## config.mk

```make
export PLATFORM = sky130hd
export DESIGN_NAME = wasm_decoder
export DESIGN_NICKNAME = d
export VERILOG_FILES = /design/src/rtl/wasm_pkg.sv /design/src/rtl/wasm_leb_decoder.sv /design/src/rtl/wasm_opcode_classifier.sv /design/src/rtl/wasm_immediate_unit.sv /design/src/rtl/wasm_decoder.sv
export SDC_FILE = /design/constraint.sdc
export NUM_CORES = 1
export LEC_CHECK = 0
export BUFFER_PORTS_ARGS = -buffer_cell sky130_fd_sc_hd__buf_4
export CELL_PAD_IN_SITES_DETAIL_PLACEMENT = 1
export CELL_PAD_IN_SITES_GLOBAL_PLACEMENT = 1
export CORE_ASPECT_RATIO = 0.8
export CORE_MARGIN = 8
export CORE_UTILIZATION = 25
export DETAILED_ROUTE_END_ITERATION = 16
export PLACE_DENSITY = 0.6
export SLEW_MARGIN = 15
export SYNTH_ARGS = -nofsm -noshare
export SYNTH_HDL_FRONTEND = slang
export SYNTH_SLANG_ARGS = --single-unit
```

## constraint.sdc

```tcl
create_clock -name clk -period 1.6 [get_ports clk]
set_input_delay 0.08 -clock clk [delete_from_list [all_inputs] [get_ports clk]]
set_output_delay 0.08 -clock clk [all_outputs]
set_load 0.005 [all_outputs]
```

## src/rtl/wasm_pkg.sv

```systemverilog
// ----------------------------------------------------------------------
// Shared widths, opcode bytes and immediate formats for the wasm decoder.
// Referenced by scoped name from every decoder module.
// ----------------------------------------------------------------------
package wasm_pkg;

    // datapath widths
    localparam int BYTE_W        = 8;
    localparam int IMM_W         = 64;
    localparam int PC_W          = 32;
    localparam int LEN_W         = 8;
    localparam int LEB_LEN_W     = 4;
    localparam int LEB_MAX_BYTES = 10;

    // structured control
    localparam logic [7:0] OPC_BLOCK          = 8'h02;
    localparam logic [7:0] OPC_LOOP           = 8'h03;
    localparam logic [7:0] OPC_IF             = 8'h04;
    localparam logic [7:0] OPC_BR             = 8'h0C;
    localparam logic [7:0] OPC_BR_IF          = 8'h0D;
    localparam logic [7:0] OPC_CALL           = 8'h10;
    localparam logic [7:0] OPC_CALL_INDIRECT  = 8'h11;

    // variable and table access
    localparam logic [7:0] OPC_LOCAL_GET      = 8'h20;
    localparam logic [7:0] OPC_LOCAL_SET      = 8'h21;
    localparam logic [7:0] OPC_LOCAL_TEE      = 8'h22;
    localparam logic [7:0] OPC_GLOBAL_GET     = 8'h23;
    localparam logic [7:0] OPC_GLOBAL_SET     = 8'h24;
    localparam logic [7:0] OPC_TABLE_GET      = 8'h25;
    localparam logic [7:0] OPC_TABLE_SET      = 8'h26;

    // loads and stores span one contiguous range, all with align + offset
    localparam logic [7:0] OPC_MEM_FIRST      = 8'h28;
    localparam logic [7:0] OPC_MEM_LAST       = 8'h3E;
    localparam logic [7:0] OPC_MEMORY_SIZE    = 8'h3F;
    localparam logic [7:0] OPC_MEMORY_GROW    = 8'h40;

    // constants
    localparam logic [7:0] OPC_I32_CONST      = 8'h41;
    localparam logic [7:0] OPC_I64_CONST      = 8'h42;
    localparam logic [7:0] OPC_F32_CONST      = 8'h43;
    localparam logic [7:0] OPC_F64_CONST      = 8'h44;

    // reference instructions that carry an index
    localparam logic [7:0] OPC_REF_FUNC       = 8'hD2;
    localparam logic [7:0] OPC_BR_ON_NULL     = 8'hD5;
    localparam logic [7:0] OPC_BR_ON_NON_NULL = 8'hD6;

    // block type bytes, anything else is read as a type index
    localparam logic [7:0] BT_EMPTY           = 8'h40;
    localparam logic [7:0] BT_VALTYPE_LO      = 8'h7C;
    localparam logic [7:0] BT_VALTYPE_HI      = 8'h7F;
    localparam logic [7:0] BT_FUNCREF         = 8'h70;
    localparam logic [7:0] BT_EXTERNREF       = 8'h6F;

    // what follows the opcode byte
    typedef enum logic [3:0] {
        FMT_NONE,
        FMT_BLOCKTYPE,
        FMT_ULEB,
        FMT_ULEB_PAIR,
        FMT_RAW_BYTE,
        FMT_SLEB32,
        FMT_SLEB64,
        FMT_RAW32,
        FMT_RAW64
    } imm_fmt_t;

endpackage

```

## src/rtl/wasm_leb_decoder.sv

```systemverilog
// ----------------------------------------------------------------------
// Combinational LEB128 field decoder, unsigned or signed by parameter.
// ----------------------------------------------------------------------
`timescale 1ns/10ps

module wasm_leb_decoder #(
    // sign-extension point in bits, 0 selects unsigned decode
    parameter int SIGNED_WIDTH = 0
) (
    input  logic [wasm_pkg::LEB_MAX_BYTES*wasm_pkg::BYTE_W-1:0] bytes,
    output logic [wasm_pkg::IMM_W-1:0]                          value,
    output logic [wasm_pkg::LEB_LEN_W-1:0]                      length
);

    typedef logic [wasm_pkg::IMM_W-1:0]     imm_t;
    typedef logic [wasm_pkg::LEB_LEN_W-1:0] leb_len_t;

    always_comb begin
        logic [wasm_pkg::BYTE_W-1:0] cur;
        logic                        done;

        value  = '0;
        length = '0;
        done   = 1'b0;
        cur    = '0;

        for (int i = 0; i < wasm_pkg::LEB_MAX_BYTES; i++) begin
            if (!done) begin
                cur    = bytes[i*wasm_pkg::BYTE_W +: wasm_pkg::BYTE_W];
                // 7 payload bits per byte, least significant group first
                value  = value | (imm_t'(cur[6:0]) << (7 * i));
                length = leb_len_t'(i + 1);

                if (!cur[7]) begin
                    done = 1'b1;
                    // bit 6 of the final group carries the sign
                    if ((SIGNED_WIDTH > 0) && ((7 * (i + 1)) < SIGNED_WIDTH) && cur[6]) begin
                        value = value | ({wasm_pkg::IMM_W{1'b1}} << (7 * (i + 1)));
                    end
                end
            end
        end
        // an unterminated field stops at LEB_MAX_BYTES with no extension
    end

endmodule

```

## src/rtl/wasm_opcode_classifier.sv

```systemverilog
// ----------------------------------------------------------------------
// Maps the first instruction byte to the immediate format that follows.
// ----------------------------------------------------------------------
`timescale 1ns/10ps

module wasm_opcode_classifier (
    input  logic [wasm_pkg::BYTE_W-1:0] opcode,
    output wasm_pkg::imm_fmt_t          fmt
);

    always_comb begin
        case (opcode) inside
            // block, loop and if take a block type
            wasm_pkg::OPC_BLOCK,
            wasm_pkg::OPC_LOOP,
            wasm_pkg::OPC_IF: begin
                fmt = wasm_pkg::FMT_BLOCKTYPE;
            end

            // branch labels and function index
            wasm_pkg::OPC_BR,
            wasm_pkg::OPC_BR_IF,
            wasm_pkg::OPC_CALL: begin
                fmt = wasm_pkg::FMT_ULEB;
            end

            // local and global index
            wasm_pkg::OPC_LOCAL_GET,
            wasm_pkg::OPC_LOCAL_SET,
            wasm_pkg::OPC_LOCAL_TEE,
            wasm_pkg::OPC_GLOBAL_GET,
            wasm_pkg::OPC_GLOBAL_SET: begin
                fmt = wasm_pkg::FMT_ULEB;
            end

            // table index
            wasm_pkg::OPC_TABLE_GET,
            wasm_pkg::OPC_TABLE_SET: begin
                fmt = wasm_pkg::FMT_ULEB;
            end

            // function index or label on the reference ops
            wasm_pkg::OPC_REF_FUNC,
            wasm_pkg::OPC_BR_ON_NULL,
            wasm_pkg::OPC_BR_ON_NON_NULL: begin
                fmt = wasm_pkg::FMT_ULEB;
            end

            // type index + table index
            wasm_pkg::OPC_CALL_INDIRECT: begin
                fmt = wasm_pkg::FMT_ULEB_PAIR;
            end

            // memarg is align then offset
            [wasm_pkg::OPC_MEM_FIRST:wasm_pkg::OPC_MEM_LAST]: begin
                fmt = wasm_pkg::FMT_ULEB_PAIR;
            end

            // memory index is a single raw byte here
            wasm_pkg::OPC_MEMORY_SIZE,
            wasm_pkg::OPC_MEMORY_GROW: begin
                fmt = wasm_pkg::FMT_RAW_BYTE;
            end

            wasm_pkg::OPC_I32_CONST: begin
                fmt = wasm_pkg::FMT_SLEB32;
            end

            wasm_pkg::OPC_I64_CONST: begin
                fmt = wasm_pkg::FMT_SLEB64;
            end

            // IEEE 754 payloads stored little-endian
            wasm_pkg::OPC_F32_CONST: begin
                fmt = wasm_pkg::FMT_RAW32;
            end

            wasm_pkg::OPC_F64_CONST: begin
                fmt = wasm_pkg::FMT_RAW64;
            end

            // numeric, comparison, conversion, else, ref.is_null and unknown bytes
            default: begin
                fmt = wasm_pkg::FMT_NONE;
            end
        endcase
    end

endmodule

```

## src/rtl/wasm_immediate_unit.sv

```systemverilog
// ----------------------------------------------------------------------
// Extracts immediates and the instruction length for a given format.
// Driven by the classifier output and the lookahead window.
// ----------------------------------------------------------------------
`timescale 1ns/10ps

module wasm_immediate_unit #(
    parameter int WINDOW_BYTES = 16
) (
    input  wasm_pkg::imm_fmt_t                       fmt,
    input  logic [WINDOW_BYTES*wasm_pkg::BYTE_W-1:0] window,
    output logic [wasm_pkg::IMM_W-1:0]               immediate,
    output logic [wasm_pkg::IMM_W-1:0]               immediate2,
    output logic                                     has_immediate,
    output logic                                     has_immediate2,
    output logic [wasm_pkg::LEN_W-1:0]               instr_length
);

    localparam int LEB_BITS = wasm_pkg::LEB_MAX_BYTES * wasm_pkg::BYTE_W;
    // room for a second field starting as late as byte LEB_MAX_BYTES + 1
    localparam int EXT_BITS = (WINDOW_BYTES + wasm_pkg::LEB_MAX_BYTES) * wasm_pkg::BYTE_W;

    typedef logic [wasm_pkg::IMM_W-1:0] imm_t;
    typedef logic [wasm_pkg::LEN_W-1:0] len_t;

    logic [LEB_BITS-1:0]               leb_first_bytes;
    logic [LEB_BITS-1:0]               leb_second_bytes;
    logic [EXT_BITS-1:0]               window_ext;
    logic [wasm_pkg::BYTE_W-1:0]       arg_byte;
    logic                              arg_is_type;
    logic [wasm_pkg::IMM_W-1:0]        uleb1_value;
    logic [wasm_pkg::IMM_W-1:0]        uleb2_value;
    logic [wasm_pkg::IMM_W-1:0]        sleb32_value;
    logic [wasm_pkg::IMM_W-1:0]        sleb64_value;
    logic [wasm_pkg::LEB_LEN_W-1:0]    uleb1_len;
    logic [wasm_pkg::LEB_LEN_W-1:0]    uleb2_len;
    logic [wasm_pkg::LEB_LEN_W-1:0]    sleb32_len;
    logic [wasm_pkg::LEB_LEN_W-1:0]    sleb64_len;

    // first field always starts right after the opcode
    assign leb_first_bytes  = window[wasm_pkg::BYTE_W +: LEB_BITS];
    assign window_ext       = EXT_BITS'(window);
    assign leb_second_bytes = LEB_BITS'(window_ext >> ((int'(uleb1_len) + 1) * wasm_pkg::BYTE_W));

    assign arg_byte    = window[wasm_pkg::BYTE_W +: wasm_pkg::BYTE_W];
    assign arg_is_type = arg_byte inside {wasm_pkg::BT_EMPTY, wasm_pkg::BT_FUNCREF,
                                          wasm_pkg::BT_EXTERNREF,
                                          [wasm_pkg::BT_VALTYPE_LO:wasm_pkg::BT_VALTYPE_HI]};

    wasm_leb_decoder #(.SIGNED_WIDTH(0)) u_uleb_first (
        .bytes  (leb_first_bytes),
        .value  (uleb1_value),
        .length (uleb1_len)
    );

    wasm_leb_decoder #(.SIGNED_WIDTH(0)) u_uleb_second (
        .bytes  (leb_second_bytes),
        .value  (uleb2_value),
        .length (uleb2_len)
    );

    wasm_leb_decoder #(.SIGNED_WIDTH(32)) u_sleb32 (
        .bytes  (leb_first_bytes),
        .value  (sleb32_value),
        .length (sleb32_len)
    );

    wasm_leb_decoder #(.SIGNED_WIDTH(64)) u_sleb64 (
        .bytes  (leb_first_bytes),
        .value  (sleb64_value),
        .length (sleb64_len)
    );

    always_comb begin
        immediate      = '0;
        immediate2     = '0;
        has_immediate  = 1'b0;
        has_immediate2 = 1'b0;
        instr_length   = len_t'(1);

        case (fmt)
            wasm_pkg::FMT_BLOCKTYPE: begin
                has_immediate = 1'b1;
                if (arg_is_type) begin
                    immediate    = imm_t'(arg_byte);
                    instr_length = len_t'(2);
                end else begin
                    immediate    = uleb1_value;
                    instr_length = len_t'(uleb1_len) + len_t'(1);
                end
            end
            wasm_pkg::FMT_ULEB: begin
                has_immediate = 1'b1;
                immediate     = uleb1_value;
                instr_length  = len_t'(uleb1_len) + len_t'(1);
            end
            wasm_pkg::FMT_ULEB_PAIR: begin
                has_immediate  = 1'b1;
                has_immediate2 = 1'b1;
                immediate      = uleb1_value;
                immediate2     = uleb2_value;
                instr_length   = len_t'(uleb1_len) + len_t'(uleb2_len) + len_t'(1);
            end
            wasm_pkg::FMT_RAW_BYTE: begin
                has_immediate = 1'b1;
                immediate     = imm_t'(arg_byte);
                instr_length  = len_t'(2);
            end
            wasm_pkg::FMT_SLEB32: begin
                has_immediate = 1'b1;
                immediate     = sleb32_value;
                instr_length  = len_t'(sleb32_len) + len_t'(1);
            end
            wasm_pkg::FMT_SLEB64: begin
                has_immediate = 1'b1;
                immediate     = sleb64_value;
                instr_length  = len_t'(sleb64_len) + len_t'(1);
            end
            // window is byte 0 low, so the raw bytes already read little-endian
            wasm_pkg::FMT_RAW32: begin
                has_immediate = 1'b1;
                immediate     = imm_t'(window[wasm_pkg::BYTE_W +: 4*wasm_pkg::BYTE_W]);
                instr_length  = len_t'(5);
            end
            wasm_pkg::FMT_RAW64: begin
                has_immediate = 1'b1;
                immediate     = window[wasm_pkg::BYTE_W +: wasm_pkg::IMM_W];
                instr_length  = len_t'(9);
            end
            default: begin
                // FMT_NONE keeps the single-byte defaults
                instr_length = len_t'(1);
            end
        endcase
    end

endmodule

```

## src/rtl/wasm_decoder.sv

```systemverilog
// ----------------------------------------------------------------------
// Pipelined WebAssembly instruction decoder, one instruction per cycle.
// Results appear one clock after a qualified valid_in strobe.
// ----------------------------------------------------------------------
`timescale 1ns/10ps

module wasm_decoder #(
    parameter int WINDOW_BYTES = 16
) (
    input  logic                                     clk,
    input  logic                                     arst_n,

    input  logic                                     valid_in,
    input  logic [wasm_pkg::PC_W-1:0]                pc,
    input  logic [WINDOW_BYTES*wasm_pkg::BYTE_W-1:0] window,
    input  logic [4:0]                               bytes_available,

    output logic                                     valid_out,
    output logic [wasm_pkg::BYTE_W-1:0]              opcode,
    output logic [wasm_pkg::IMM_W-1:0]               immediate,
    output logic [wasm_pkg::IMM_W-1:0]               immediate2,
    output logic                                     has_immediate,
    output logic                                     has_immediate2,
    output logic [wasm_pkg::LEN_W-1:0]               instr_length,
    output logic [wasm_pkg::PC_W-1:0]                next_pc
);

    typedef logic [wasm_pkg::PC_W-1:0] pc_t;

    logic                          accept;
    logic [wasm_pkg::BYTE_W-1:0]   opcode_byte;
    wasm_pkg::imm_fmt_t            fmt;
    logic [wasm_pkg::IMM_W-1:0]    dec_immediate;
    logic [wasm_pkg::IMM_W-1:0]    dec_immediate2;
    logic                          dec_has_immediate;
    logic                          dec_has_immediate2;
    logic [wasm_pkg::LEN_W-1:0]    dec_length;

    // an empty window carries no instruction
    assign accept      = valid_in && (bytes_available != '0);
    assign opcode_byte = window[wasm_pkg::BYTE_W-1:0];

    wasm_opcode_classifier u_classifier (
        .opcode (opcode_byte),
        .fmt    (fmt)
    );

    wasm_immediate_unit #(.WINDOW_BYTES(WINDOW_BYTES)) u_imm (
        .fmt            (fmt),
        .window         (window),
        .immediate      (dec_immediate),
        .immediate2     (dec_immediate2),
        .has_immediate  (dec_has_immediate),
        .has_immediate2 (dec_has_immediate2),
        .instr_length   (dec_length)
    );

    // output stage, data holds while no new instruction is accepted
    always_ff @(posedge clk or negedge arst_n) begin
        if (!arst_n) begin
            valid_out      <= 1'b0;
            opcode         <= '0;
            immediate      <= '0;
            immediate2     <= '0;
            has_immediate  <= 1'b0;
            has_immediate2 <= 1'b0;
            instr_length   <= '0;
            next_pc        <= '0;
        end else begin
            valid_out <= accept;
            if (accept) begin
                opcode         <= opcode_byte;
                immediate      <= dec_immediate;
                immediate2     <= dec_immediate2;
                has_immediate  <= dec_has_immediate;
                has_immediate2 <= dec_has_immediate2;
                instr_length   <= dec_length;
                next_pc        <= pc + pc_t'(dec_length);
            end
        end
    end

endmodule

```

; ---- Word-level counts from Yosys, hierarchy flattened
; Cells that the tools add are included.
[word_totals]
output_inout_bits = 179
reg_bits = 179
wordCells = 220
inputBits = 168
[op_classes]
addsub = 5
reduce_logical = 14
eq_ne = 34
muxes = 122
bitwise = 32
n_shift = 1
n_lt_le_gt_ge = 4
[op_table]
columns = op, count
row1 = 64-bit 2-to-1 mux, 53
row2 = 64-bit one-hot mux with 7 select lines, 1
row3 = 64-bit by 42-bit OR with 64-bit output, 4
row4 = 64-bit by 49-bit OR with 64-bit output, 4
row5 = 64-bit by 56-bit OR with 64-bit output, 4
row6 = 64-bit by 63-bit OR with 64-bit output, 4
row7 = 64-bit OR, 4
row8 = 64-bit by 21-bit OR with 64-bit output, 3
row9 = 64-bit by 28-bit OR with 64-bit output, 3
row10 = 64-bit by 35-bit OR with 64-bit output, 3
row11 = 128-bit by 32-bit >> shifter with 73-bit output, 1
row12 = 4-bit 2-to-1 mux, 24
row13 = "8-bit by 6-bit equality test with 1-bit output, second input constant", 8
row14 = "8-bit by 7-bit equality test with 1-bit output, second input constant", 8
row15 = 64-bit by 14-bit OR with 64-bit output, 1
row16 = 8-bit one-hot mux with 6 select lines, 1
row17 = 1-bit 2-to-1 mux, 36
row18 = 32-bit by 8-bit adder with 32-bit output, 1
row19 = 7-bit by 14-bit OR with 14-bit output, 2
row20 = "8-bit equality test, second input constant", 3
row21 = "4-bit by 3-bit equality test with 1-bit output, second input constant", 4
row22 = "8-bit by 2-bit equality test with 1-bit output, second input constant", 2
row23 = "8-bit by 4-bit equality test with 1-bit output, second input constant", 2
row24 = "8-bit by 5-bit equality test with 1-bit output, second input constant", 2
row25 = 21 further kinds, 34

; ---- Logic depth before layout (Yosys ltp)
; Gate-level depths: netlist of the first run.
[depth]
ltp_word = 37
depth_mapped = 31
mapped_depth_nobuf = 30

; ---- Hierarchy
; A second synthesis of the first run with hierarchy kept.
[unflattened]
hier_cells = 2194
area_unflattened_um2 = 16922.5
[modules_own_cells]
columns = mod, instances, area_each_um2, cells_each, seq_area_each_um2
row1 = wasm_decoder, 1, 7472.2, 828, 4479.3
row2 = wasm_immediate_unit, 1, 6475.0, 859, 0.0
row3 = wasm_leb_decoder (u_imm.u_uleb_first ...), 2, 569.3, 88, 0.0
row4 = wasm_leb_decoder (u_imm.u_sleb64), 1, 892.1, 166, 0.0
row5 = wasm_leb_decoder (u_imm.u_sleb32), 1, 748.2, 132, 0.0
row6 = wasm_opcode_classifier, 1, 196.4, 33, 0.0

; ---- Worst setup path after synthesis of the first run
; OpenSTA, ideal clock, no wires.
[synth_path]
kind = in2reg
start = input window[31] (netlist bit)
end = register next_pc[29] (netlist bit)
slack_ns = -4.509
path_stages = 30
arrival_ns = 6.027
setup_time_ns = 0.083
cell_sequence = buf_4 > nand2b_1 > and3_1 > a311o_1 > buf_4 > inv_6 > mux2_4 > or4_1 > buf_2 > nor4b_2 > and2_1 > a2bb2oi_1 > ha_1 > inv_1 > fa_1 > inv_1 > ha_1 > a221o_1 > a21oi_1 > inv_1 > ha_1 > a21o_1 > a21oi_1 > o21ai_0 > a21oi_1 > o21ba_2 > nor4_1 > nand3_1 > xor2_1 > o21ai_0
[synth_via]
elab_chain_len = 26
[synth_rtl]
columns = element, line_no
row1 = start: declaration, wasm_decoder.sv:15  ; input logic [WINDOW_BYTES*wasm_pkg::BYTE_W-1:0] window,
row2 = 1-bit 2-to-1 mux, wasm_leb_decoder.sv:34  ; if (!cur[7]) begin
row3 = 1-bit 2-to-1 mux, wasm_leb_decoder.sv:28  ; if (!done) begin
row4 = 3-bit 2-to-1 mux or 1-bit 2-to-1 mux (tied branches), wasm_leb_decoder.sv:28
row5 = 4-bit 2-to-1 mux or 1-bit 2-to-1 mux (tied branches) (5 in a row), wasm_leb_decoder.sv:28
row6 = 4-bit 2-to-1 mux, wasm_leb_decoder.sv:28
row7 = 4-bit by 1-bit adder with 5-bit output, --
row8 = 128-bit by 32-bit >> shifter with 73-bit output, wasm_immediate_unit.sv:43  ; assign leb_second_bytes = LEB_BITS'(window_ext >> ((int'(uleb1_len) + 1) * wasm_pkg::BYTE_W));
row9 = 1-bit 2-to-1 mux (2 in a row), wasm_leb_decoder.sv:34
row10 = [2 not listed], --
row11 = 3-bit 2-to-1 mux or 1-bit 2-to-1 mux (tied branches), wasm_leb_decoder.sv:28
row12 = 4-bit 2-to-1 mux or 1-bit 2-to-1 mux (tied branches) (5 in a row), wasm_leb_decoder.sv:28
row13 = 4-bit 2-to-1 mux, wasm_leb_decoder.sv:28
row14 = 4-bit by 4-bit adder with 5-bit output, wasm_immediate_unit.sv:102  ; instr_length = len_t'(uleb1_len) + len_t'(uleb2_len) + len_t'(1);
row15 = 8-bit by 1-bit adder with 8-bit output, wasm_immediate_unit.sv:102
row16 = 8-bit one-hot mux with 6 select lines *, wasm_immediate_unit.sv:81  ; case (fmt)
row17 = "named net dec_length, one bit", wasm_decoder.sv:37  ; logic [wasm_pkg::LEN_W-1:0] dec_length;
row18 = 32-bit by 8-bit adder with 32-bit output *, wasm_decoder.sv:78  ; next_pc <= pc + pc_t'(dec_length);
row19 = end signal: assignment, wasm_decoder.sv:78
row20 = end: declaration, wasm_decoder.sv:25  ; output logic [wasm_pkg::PC_W-1:0] next_pc
; Mark *: on every way through the listed nets, which the timed path passes. The rest lies on a longest branch.
; A chain may end at the register's enable or synchronous reset.

; ---- Worst setup path in the final report of the first run
[layout_path]
start = input window[71] (netlist bit)
end = register next_pc[15] (netlist bit)
[layout_via]
elab_chain_len = 21
[layout_rtl]
columns = element, line_no
row1 = 1-bit 2-to-1 mux, wasm_leb_decoder.sv:34
row2 = 1-bit 2-to-1 mux, wasm_leb_decoder.sv:28
row3 = 4-bit 2-to-1 mux or 1-bit 2-to-1 mux (tied branches), wasm_leb_decoder.sv:28
row4 = 4-bit 2-to-1 mux, wasm_leb_decoder.sv:28
row5 = 4-bit by 1-bit adder with 5-bit output, --
row6 = 128-bit by 32-bit >> shifter with 73-bit output, wasm_immediate_unit.sv:43
row7 = 1-bit 2-to-1 mux (2 in a row), wasm_leb_decoder.sv:34
row8 = 1-bit 2-to-1 mux, wasm_leb_decoder.sv:28
row9 = 2-bit 2-to-1 mux or 1-bit 2-to-1 mux (tied branches), wasm_leb_decoder.sv:28
row10 = 3-bit 2-to-1 mux or 1-bit 2-to-1 mux (tied branches), wasm_leb_decoder.sv:28
row11 = 4-bit 2-to-1 mux or 1-bit 2-to-1 mux (tied branches) (5 in a row), wasm_leb_decoder.sv:28
row12 = 4-bit 2-to-1 mux, wasm_leb_decoder.sv:28
row13 = 4-bit by 4-bit adder with 5-bit output, wasm_immediate_unit.sv:102
row14 = 8-bit by 1-bit adder with 8-bit output, wasm_immediate_unit.sv:102
row15 = 8-bit one-hot mux with 6 select lines *, wasm_immediate_unit.sv:81
row16 = "named net dec_length, one bit", wasm_decoder.sv:37
row17 = 32-bit by 8-bit adder with 32-bit output *, wasm_decoder.sv:78
; Marked as above.

==> results of run 1 <==
## flip-flops by register name, indices dropped and copies added (netlist names)
| signal | flops |
|---|---|
| valid_out | 1 |
| has_immediate | 1 |
| instr_length | 6 |
| immediate2 | 64 |
| opcode | 8 |
| next_pc | 32 |
| immediate | 64 |
| has_immediate2 | 1 |
## routing by layer
| layer | wire, µm | vias up |
|---|---|---|
| met1 | 31900 | 7873 |
| met2 | 35700 | 453 |
| met5 | 17 | - |
| li1 | - | 7093 |
| met3 | 4590 | 77 |
| met4 | 1540 | 2 |
## what timing repair did
action | 4_1_cts | 5_1_grt
setup endpoints to repair | 167 | 176
hold endpoints to repair | 205 | 1
gates resized for setup | 274 | 123
gates cloned | 7 | 0
buffers inserted | 44 | 19
pin swaps | 68 | 54
## cell families (layout without fill, tap and decap cells)
family	count (synthesis)	count (layout)	synth area share, %
AO/OA/AOI/OAI	435	435	22.3
XOR/XNOR	37	37	2.55
adder cells (fa/ha/maj)	14	14	1.49
buffers and inverters	151	850	4.84
flip-flops	177	177	34.8
multiplexers	158	158	12.6
other	1	4	0.0295
AND/OR/NAND/NOR	618	618	21.4
## per-stage QoR
stage                     hold WS (ns)  area (µm²)  TNS, ns  setup WS (ns)
after floorplan                 -0.216       13200  -238.90          -3.88
after global placement          0.0744       18400  -313.26          -4.19
after detailed placement        0.0725       18400  -323.35          -4.36
after CTS                       -0.108       21500  -201.33          -3.61
after global routing           -0.0927       22100  -223.14          -3.78
final                          -0.0810       22100  -205.90          -3.59
## worst max path at each step
stage / startpoint / endpoint / slack, ns / cells past startpoint
after floorplan: window[31] / next_pc[15]$_DFFE_PN0P_ / -3.88 / 30
after global placement: window[47] / next_pc[31]$_DFFE_PN0P_ / -4.19 / 29
after detailed placement: window[47] / next_pc[28]$_DFFE_PN0P_ / -4.36 / 27
after CTS: window[47] / next_pc[29]$_DFFE_PN0P_ / -3.61 / 29
after global routing: window[71] / next_pc[28]$_DFFE_PN0P_ / -3.78 / 31
final: window[71] / next_pc[15]$_DFFE_PN0P_ / -3.59 / 30
## area by class of cell
cell class,count,area (µm²),area share [%]
Clock buffer,18,429,1.94
Multi-Input combinational cell,1264,9400,42.4
Sequential cell,177,4430,20.0
Inverter,30,120,0.542
Tap cell,684,856,3.86
Timing Repair Buffer,788,6720,30.3
Clock inverter,14,185,0.836
Antenna cell,2,5.00,0.0226
## worst max-delay path, delay by kind of cell
kind	cells	cell delay [ns]
AND/OR/NAND/NOR	5	1.37
buffers and inverters	9	0.90
adder cells (fa/ha/maj)	4	1.05
AO/OA/AOI/OAI	10	1.72
multiplexers	1	0.29
XOR/XNOR	1	0.10
## placed cells by master (no fill, tap or decap), drive strengths merged, types with 4 or more instances in the layout
master	synthesis	routed
a31oi	20	20
nor2b	8	8
a22oi	18	18
nor2	133	133
o22ai	17	17
a32oi	9	9
or2	4	4
nand3	59	59
a22o	25	25
and3	20	20
a311oi	4	4
clkbuf	81	18
a21oi	121	121
nand2b	13	13
or3	4	4
ha	12	12
nand2	328	328
buf	40	708
o21ai	113	113
a2111oi	24	24
mux2i	155	155
clkinv	1	6
a31o	4	4
o31ai	10	10
a32o	10	10
a211oi	5	5
dlygate4sd3	0	78
nand4	7	7
inv	29	36
nor4	6	6
dfrtp	177	177
nand3b	4	4
a221oi	6	6
nor3	15	15
o41ai	6	6
xor2	13	13
xnor2	24	24
a21o	9	9
and2	4	4
## power by group through the flow
stage | Clock [W] | Sequential, W | Combinational (W)
floorplan | 0 | 0.00500 | 0.00214
global placement | 0 | 0.00501 | 0.00474
finish | 0.00453 | 0.00493 | 0.00611
global route | 0.00480 | 0.00497 | 0.00647
CTS | 0.00465 | 0.00493 | 0.00580
detailed placement | 0 | 0.00502 | 0.00481
==> impl_metrics.ini, run 1 <==
[route]
drc = 0
routed_wl_um = 73800
antenna_left = 0
via_count = 15500
via_per_inst = 5.21
drt-pass1-iter-count = 5
drtIter0Drc = 984
wl_per_cell_um = 24.8

[yosys]
yosysSeqAreaShare_pct = 34.8
syn_area_per_cell_um2 = 8.00
synth_edf_count = 0
synth_commonest_cells = nand2_1 (327), dfrtp_1 (177), mux2i_1 (155)
synth_most_common_cell = nand2_1
yosys_warnings = 0
synth_ff_type = dfrtp_1
ys_types = 87
synth.area.top_cells = dfrtp_1 (35%), mux2i_1 (12%), nand2_1 (9.6%)
synth_seq_cells = 177
synth_top_area_share_pct = 34.8
yosysTopAreaCell = dfrtp_1
syn_area_um2 = 12700
ys_async_sr_fraction_pct = 100
syn_inst = 1591

[worst_hold_path]
hp-start = pc[0]
whs_path_depth = 4
min_to = next_pc[0]$_DFFE_PN0P_
hp-class = in2reg

[cts]
clkTransAtPathRegs_ns = 0.08
cts_buffers = 17
cts-root-buf = clkbuf_16
cts_tree = built
ctsHoldBuffers = 78
clkLatencyLatePin_ns = 0.47
clockBufferDepth = 2
cts_htree_levels = 4
numClockSinks = 177

[timing]
tightest_slew_ns = 0.888
finalSetupViolations = 176
fin_crit_ns = 5.19
fmax_ghz = 0.193
slew-limit-headroom_pct = 40.8
fin_ws_ns = -3.59
rsz0062_at_grt = true
fin_skew_ns = 0
timing.hold.ws_ns = -0.0810
fin_crit_sh_pct = 325
drv_slew = 0
hold_viol = 1

[critical_path]
critPathArrivalTime_ns = 5.52
critical_path_class = in2reg
cpPeakStageDelay_ns = 0.51
start_kind = input port
reg2reg_slack_ns = 0.79
reg2reg_depth = 1
cp-end-kind = flop
r2r_start = immediate2[63]$_DFFE_PN0P_
critical_path_required_ns = 1.93
slowest_stage = or4_4
reg2reg_to = immediate2[63]$_DFFE_PN0P_
cp_max_fo = 15

[global_routing]
use_met1_pct = 32.1
grt_pass1_vias = 16500
grt_max_degree = 83
antenna_found_initial = 3
busiest_layer = met2
grt-ovfl-total = 0
grt_use_met3_pct = 4.69
grt_pass1_wl_um = 109000
grt_use_total_pct = 24.5
grt_util_met2_pct = 41.3

[pwr]
p_sw_w = 0.00562
pwr-share-clk_pct = 29.1
ir_drop_mv = 0.650
power_switching_share_pct = 36.1
intPower_w = 0.00995
finalPower_w = 0.0156
power_frac_comb_pct = 39.3
pwr-share-seq_pct = 31.7
power.static_leakage_nw = 10.3
power_density_nw_per_um2 = 703

[die]
io_pins = 347
dieArea_um2 = 58400
die_x_um = 268
fp.coreArea_um2 = 50600
die_height_um = 218
num_rows = 74
start_util_pct = 25.1

[final_layout]
fill_cells = 5874
fin_cells = 2977
final_layout_size_suffix_gt1_share_pct = 44.3
area_delta_synth_final_pct = 74.1
nets = 2460
post-route-util_pct = 43.7

[run_status]
violations = hold timing, setup timing
outcome = complete, but fails checks

[place]
place.gp.congestion = 0.920
place_hpwl_um = 56200
placed_cells = 2806
io_buffers = 344

[run]
maxCapViolations = 0
Note: power is estimated with default switching activity, not from simulation.
==> run 2, diff against run 1 <==
--- a/config.mk
+++ b/config.mk
@@ -8,7 +8,7 @@
 export BUFFER_PORTS_ARGS = -buffer_cell sky130_fd_sc_hd__buf_4
 export CELL_PAD_IN_SITES_DETAIL_PLACEMENT = 1
 export CELL_PAD_IN_SITES_GLOBAL_PLACEMENT = 1
-export CORE_ASPECT_RATIO = 0.8
+export CORE_ASPECT_RATIO = 1.25
 export CORE_MARGIN = 8
 export CORE_UTILIZATION = 25
 export DETAILED_ROUTE_END_ITERATION = 16
==> run 2 against run 1 <==
Effect of this change: the run still ends with hold timing, setup timing left; clock power hardly changed; combinational power fell by 3.8%; sequential cell count unchanged; clock-buffer cell count grew 1; wire length up 2.9%; die area stayed put; worst setup slack gained 0.075 ns; register-to-register slack lost 0.03 ns; highest routed layer unchanged; fmax increased by 1.5%; clock skew is the same; critical path depth unchanged; first-iteration DRC count rose by 4.4%.
==> impl_metrics.ini, run 2 (synthesis results as in run 1) <==
[global_routing]
grt_pass1_wl_um = 109000
grt_use_total_pct = 24.6
grt-ovfl-total = 0
antenna_found_initial = 2
grt_max_degree = 66
grt_pass1_vias = 16700

[die]
die_height_um = 268
io_pins = 347
die_x_um = 218
start_util_pct = 25.2
fp.coreArea_um2 = 50400
num_rows = 92
dieArea_um2 = 58400

[route]
wl_per_cell_um = 25.8
via_per_inst = 5.30
routed_wl_um = 76000
drt-pass1-iter-count = 5
drtIter0Drc = 1027
via_count = 15600
antenna_left = 0
drc = 0

[run_status]
outcome = complete, but fails checks
violations = hold timing, setup timing

[cts]
cts_htree_levels = 4
numClockSinks = 177
clkLatencyLatePin_ns = 0.48
cts_tree = built
cts-root-buf = clkbuf_16
clockBufferDepth = 2
cts_buffers = 17
clkTransAtPathRegs_ns = 0.07

[timing]
rsz0062_at_grt = true
fin_skew_ns = 0
timing.hold.ws_ns = -0.0757
tightest_slew_ns = 0.612
fin_crit_ns = 5.12
slew-limit-headroom_pct = 59.2
finalSetupViolations = 167
drv_slew = 0
hold_viol = 1
fin_crit_sh_pct = 320
fin_ws_ns = -3.52
fmax_ghz = 0.195

[final_layout]
stdcell_area_um2 = 22200
ff_latch_area_um2 = 4430
reg.largest.list = immediate2: 64 flops, immediate: 64 flops, next_pc: 32 flops
final_cell_mix = buf_4 (617), nand2_1 (313), dfrtp_1 (177)
area_delta_synth_final_pct = 74.5
num_antenna_cells = 0
final_layout_size_suffix_gt1_share_pct = 43.6
fill_cells = 5792
fin_cells = 2943
layout_commonest_cell = buf_4
nets = 2454
multi_input_area_um2 = 9460

[place]
place.gp.congestion = 0.905
placed_cells = 2769
io_buffers = 344
place_area_um2 = 18400
place_hpwl_um = 57300

[critical_path]
r2r_start = immediate2[51]$_DFFE_PN0P_
cpPeakStageDelay_ns = 0.52
reg2reg_depth = 1
critPathArrivalTime_ns = 5.49
reg2reg_to = immediate2[51]$_DFFE_PN0P_
critical_path_class = in2reg
critical_path_required_ns = 1.97
reg2reg_slack_ns = 0.76
cp_max_fo = 4
cp-end-kind = flop
slowest_stage = or4_4
start_kind = input port

[worst_hold_path]
hp-start = pc[0]
hp-class = in2reg
min_to = next_pc[0]$_DFFE_PN0P_
whs_path_depth = 4

[pwr]
power.static_leakage_nw = 10.5
ir_drop_mv = 0.829
power_density_nw_per_um2 = 691
finalPower_w = 0.0153

[run]
maxCapViolations = 0
==> run 2: cell count changes in the layout (fill, tap and decap cells not counted), sizes merged <==
| cell | delta |
|---|---|
| dlygate4sd3 | +3 |
| clkinvlp | -1 |
| clkbuf | +5 |
| bufinv | +1 |
| buf | -11 |
| bufbuf | -2 |
| inv | -3 |
| clkinv | +2 |
| diode | -2 |
==> run 2: metrics by stage <==
stage	setup TNS, ns	utilization, %	setup slack [ns]
2_1_floorplan	-238.90	-	-3.88
3_3_place_gp	-305.11	36.5	-4.17
3_5_place_dp	-314.64	36.5	-4.28
4_1_cts	-192.57	40.8	-3.58
5_1_grt	-218.67	44.0	-3.73
6_report	-202.12	44.0	-3.52
==> run 2: final cells by class <==
| cell class | count | share of cell area [%] |
|---|---|---|
| Clock buffer | 19 | 1.95 |
| Clock inverter | 13 | 0.699 |
| Tap cell | 658 | 3.71 |
| Inverter | 30 | 0.541 |
| Sequential cell | 177 | 20.0 |
| Timing Repair Buffer | 782 | 30.5 |
| Multi-Input combinational cell | 1264 | 42.6 |
==> run 2: worst max path at each step <==
stage                           from                      end  slack (ns)
final                     window[47]   next_pc[7]$_DFFE_PN0P_       -3.52
after global routing      window[47]   next_pc[7]$_DFFE_PN0P_       -3.73
after CTS                 window[47]  next_pc[29]$_DFFE_PN0P_       -3.58
after detailed placement  window[47]  next_pc[20]$_DFFE_PN0P_       -4.28
after global placement    window[47]  next_pc[29]$_DFFE_PN0P_       -4.17
after floorplan           window[31]  next_pc[15]$_DFFE_PN0P_       -3.88
==> run 2: where the power goes <==
part,internal [W],switching (W),leakage (nW)
Combinational,0.00282,0.00305,7.85
Clock,0.00234,0.00218,0.291
Sequential,0.00475,0.000189,2.32
Total,0.00991,0.00542,10.5
==> run 2: worst max-delay path, delay by kind of cell <==
kind                     cells  cell delay [ns]
adder cells (fa/ha/maj)      4             1.04
buffers and inverters        8             0.85
AND/OR/NAND/NOR              6             1.43
XOR/XNOR                     1             0.14
multiplexers                 1             0.29
AO/OA/AOI/OAI               10             1.66
==> run 2: repair_timing <==
action | in CTS | in global routing
setup endpoints to repair | 167 | 168
gates resized for setup | 159 | 231
cloned | 4 | 4
setup buffers | 21 | 41
pin swaps | 61 | 103
hold endpoints to repair | 259 | 3
hold buffers | 79 | 2
==> run 2: per-layer routing <==
metal | track usage, % | share of wire [%] | up-vias
li1 | - | - | 7072
met1 | 29.1 | 40 | 7876
met2 | 43.3 | 51 | 520
met3 | 4.57 | 5.2 | 128
met4 | 9.80 | 3.9 | 4
met5 | 0 | 0.032 | -
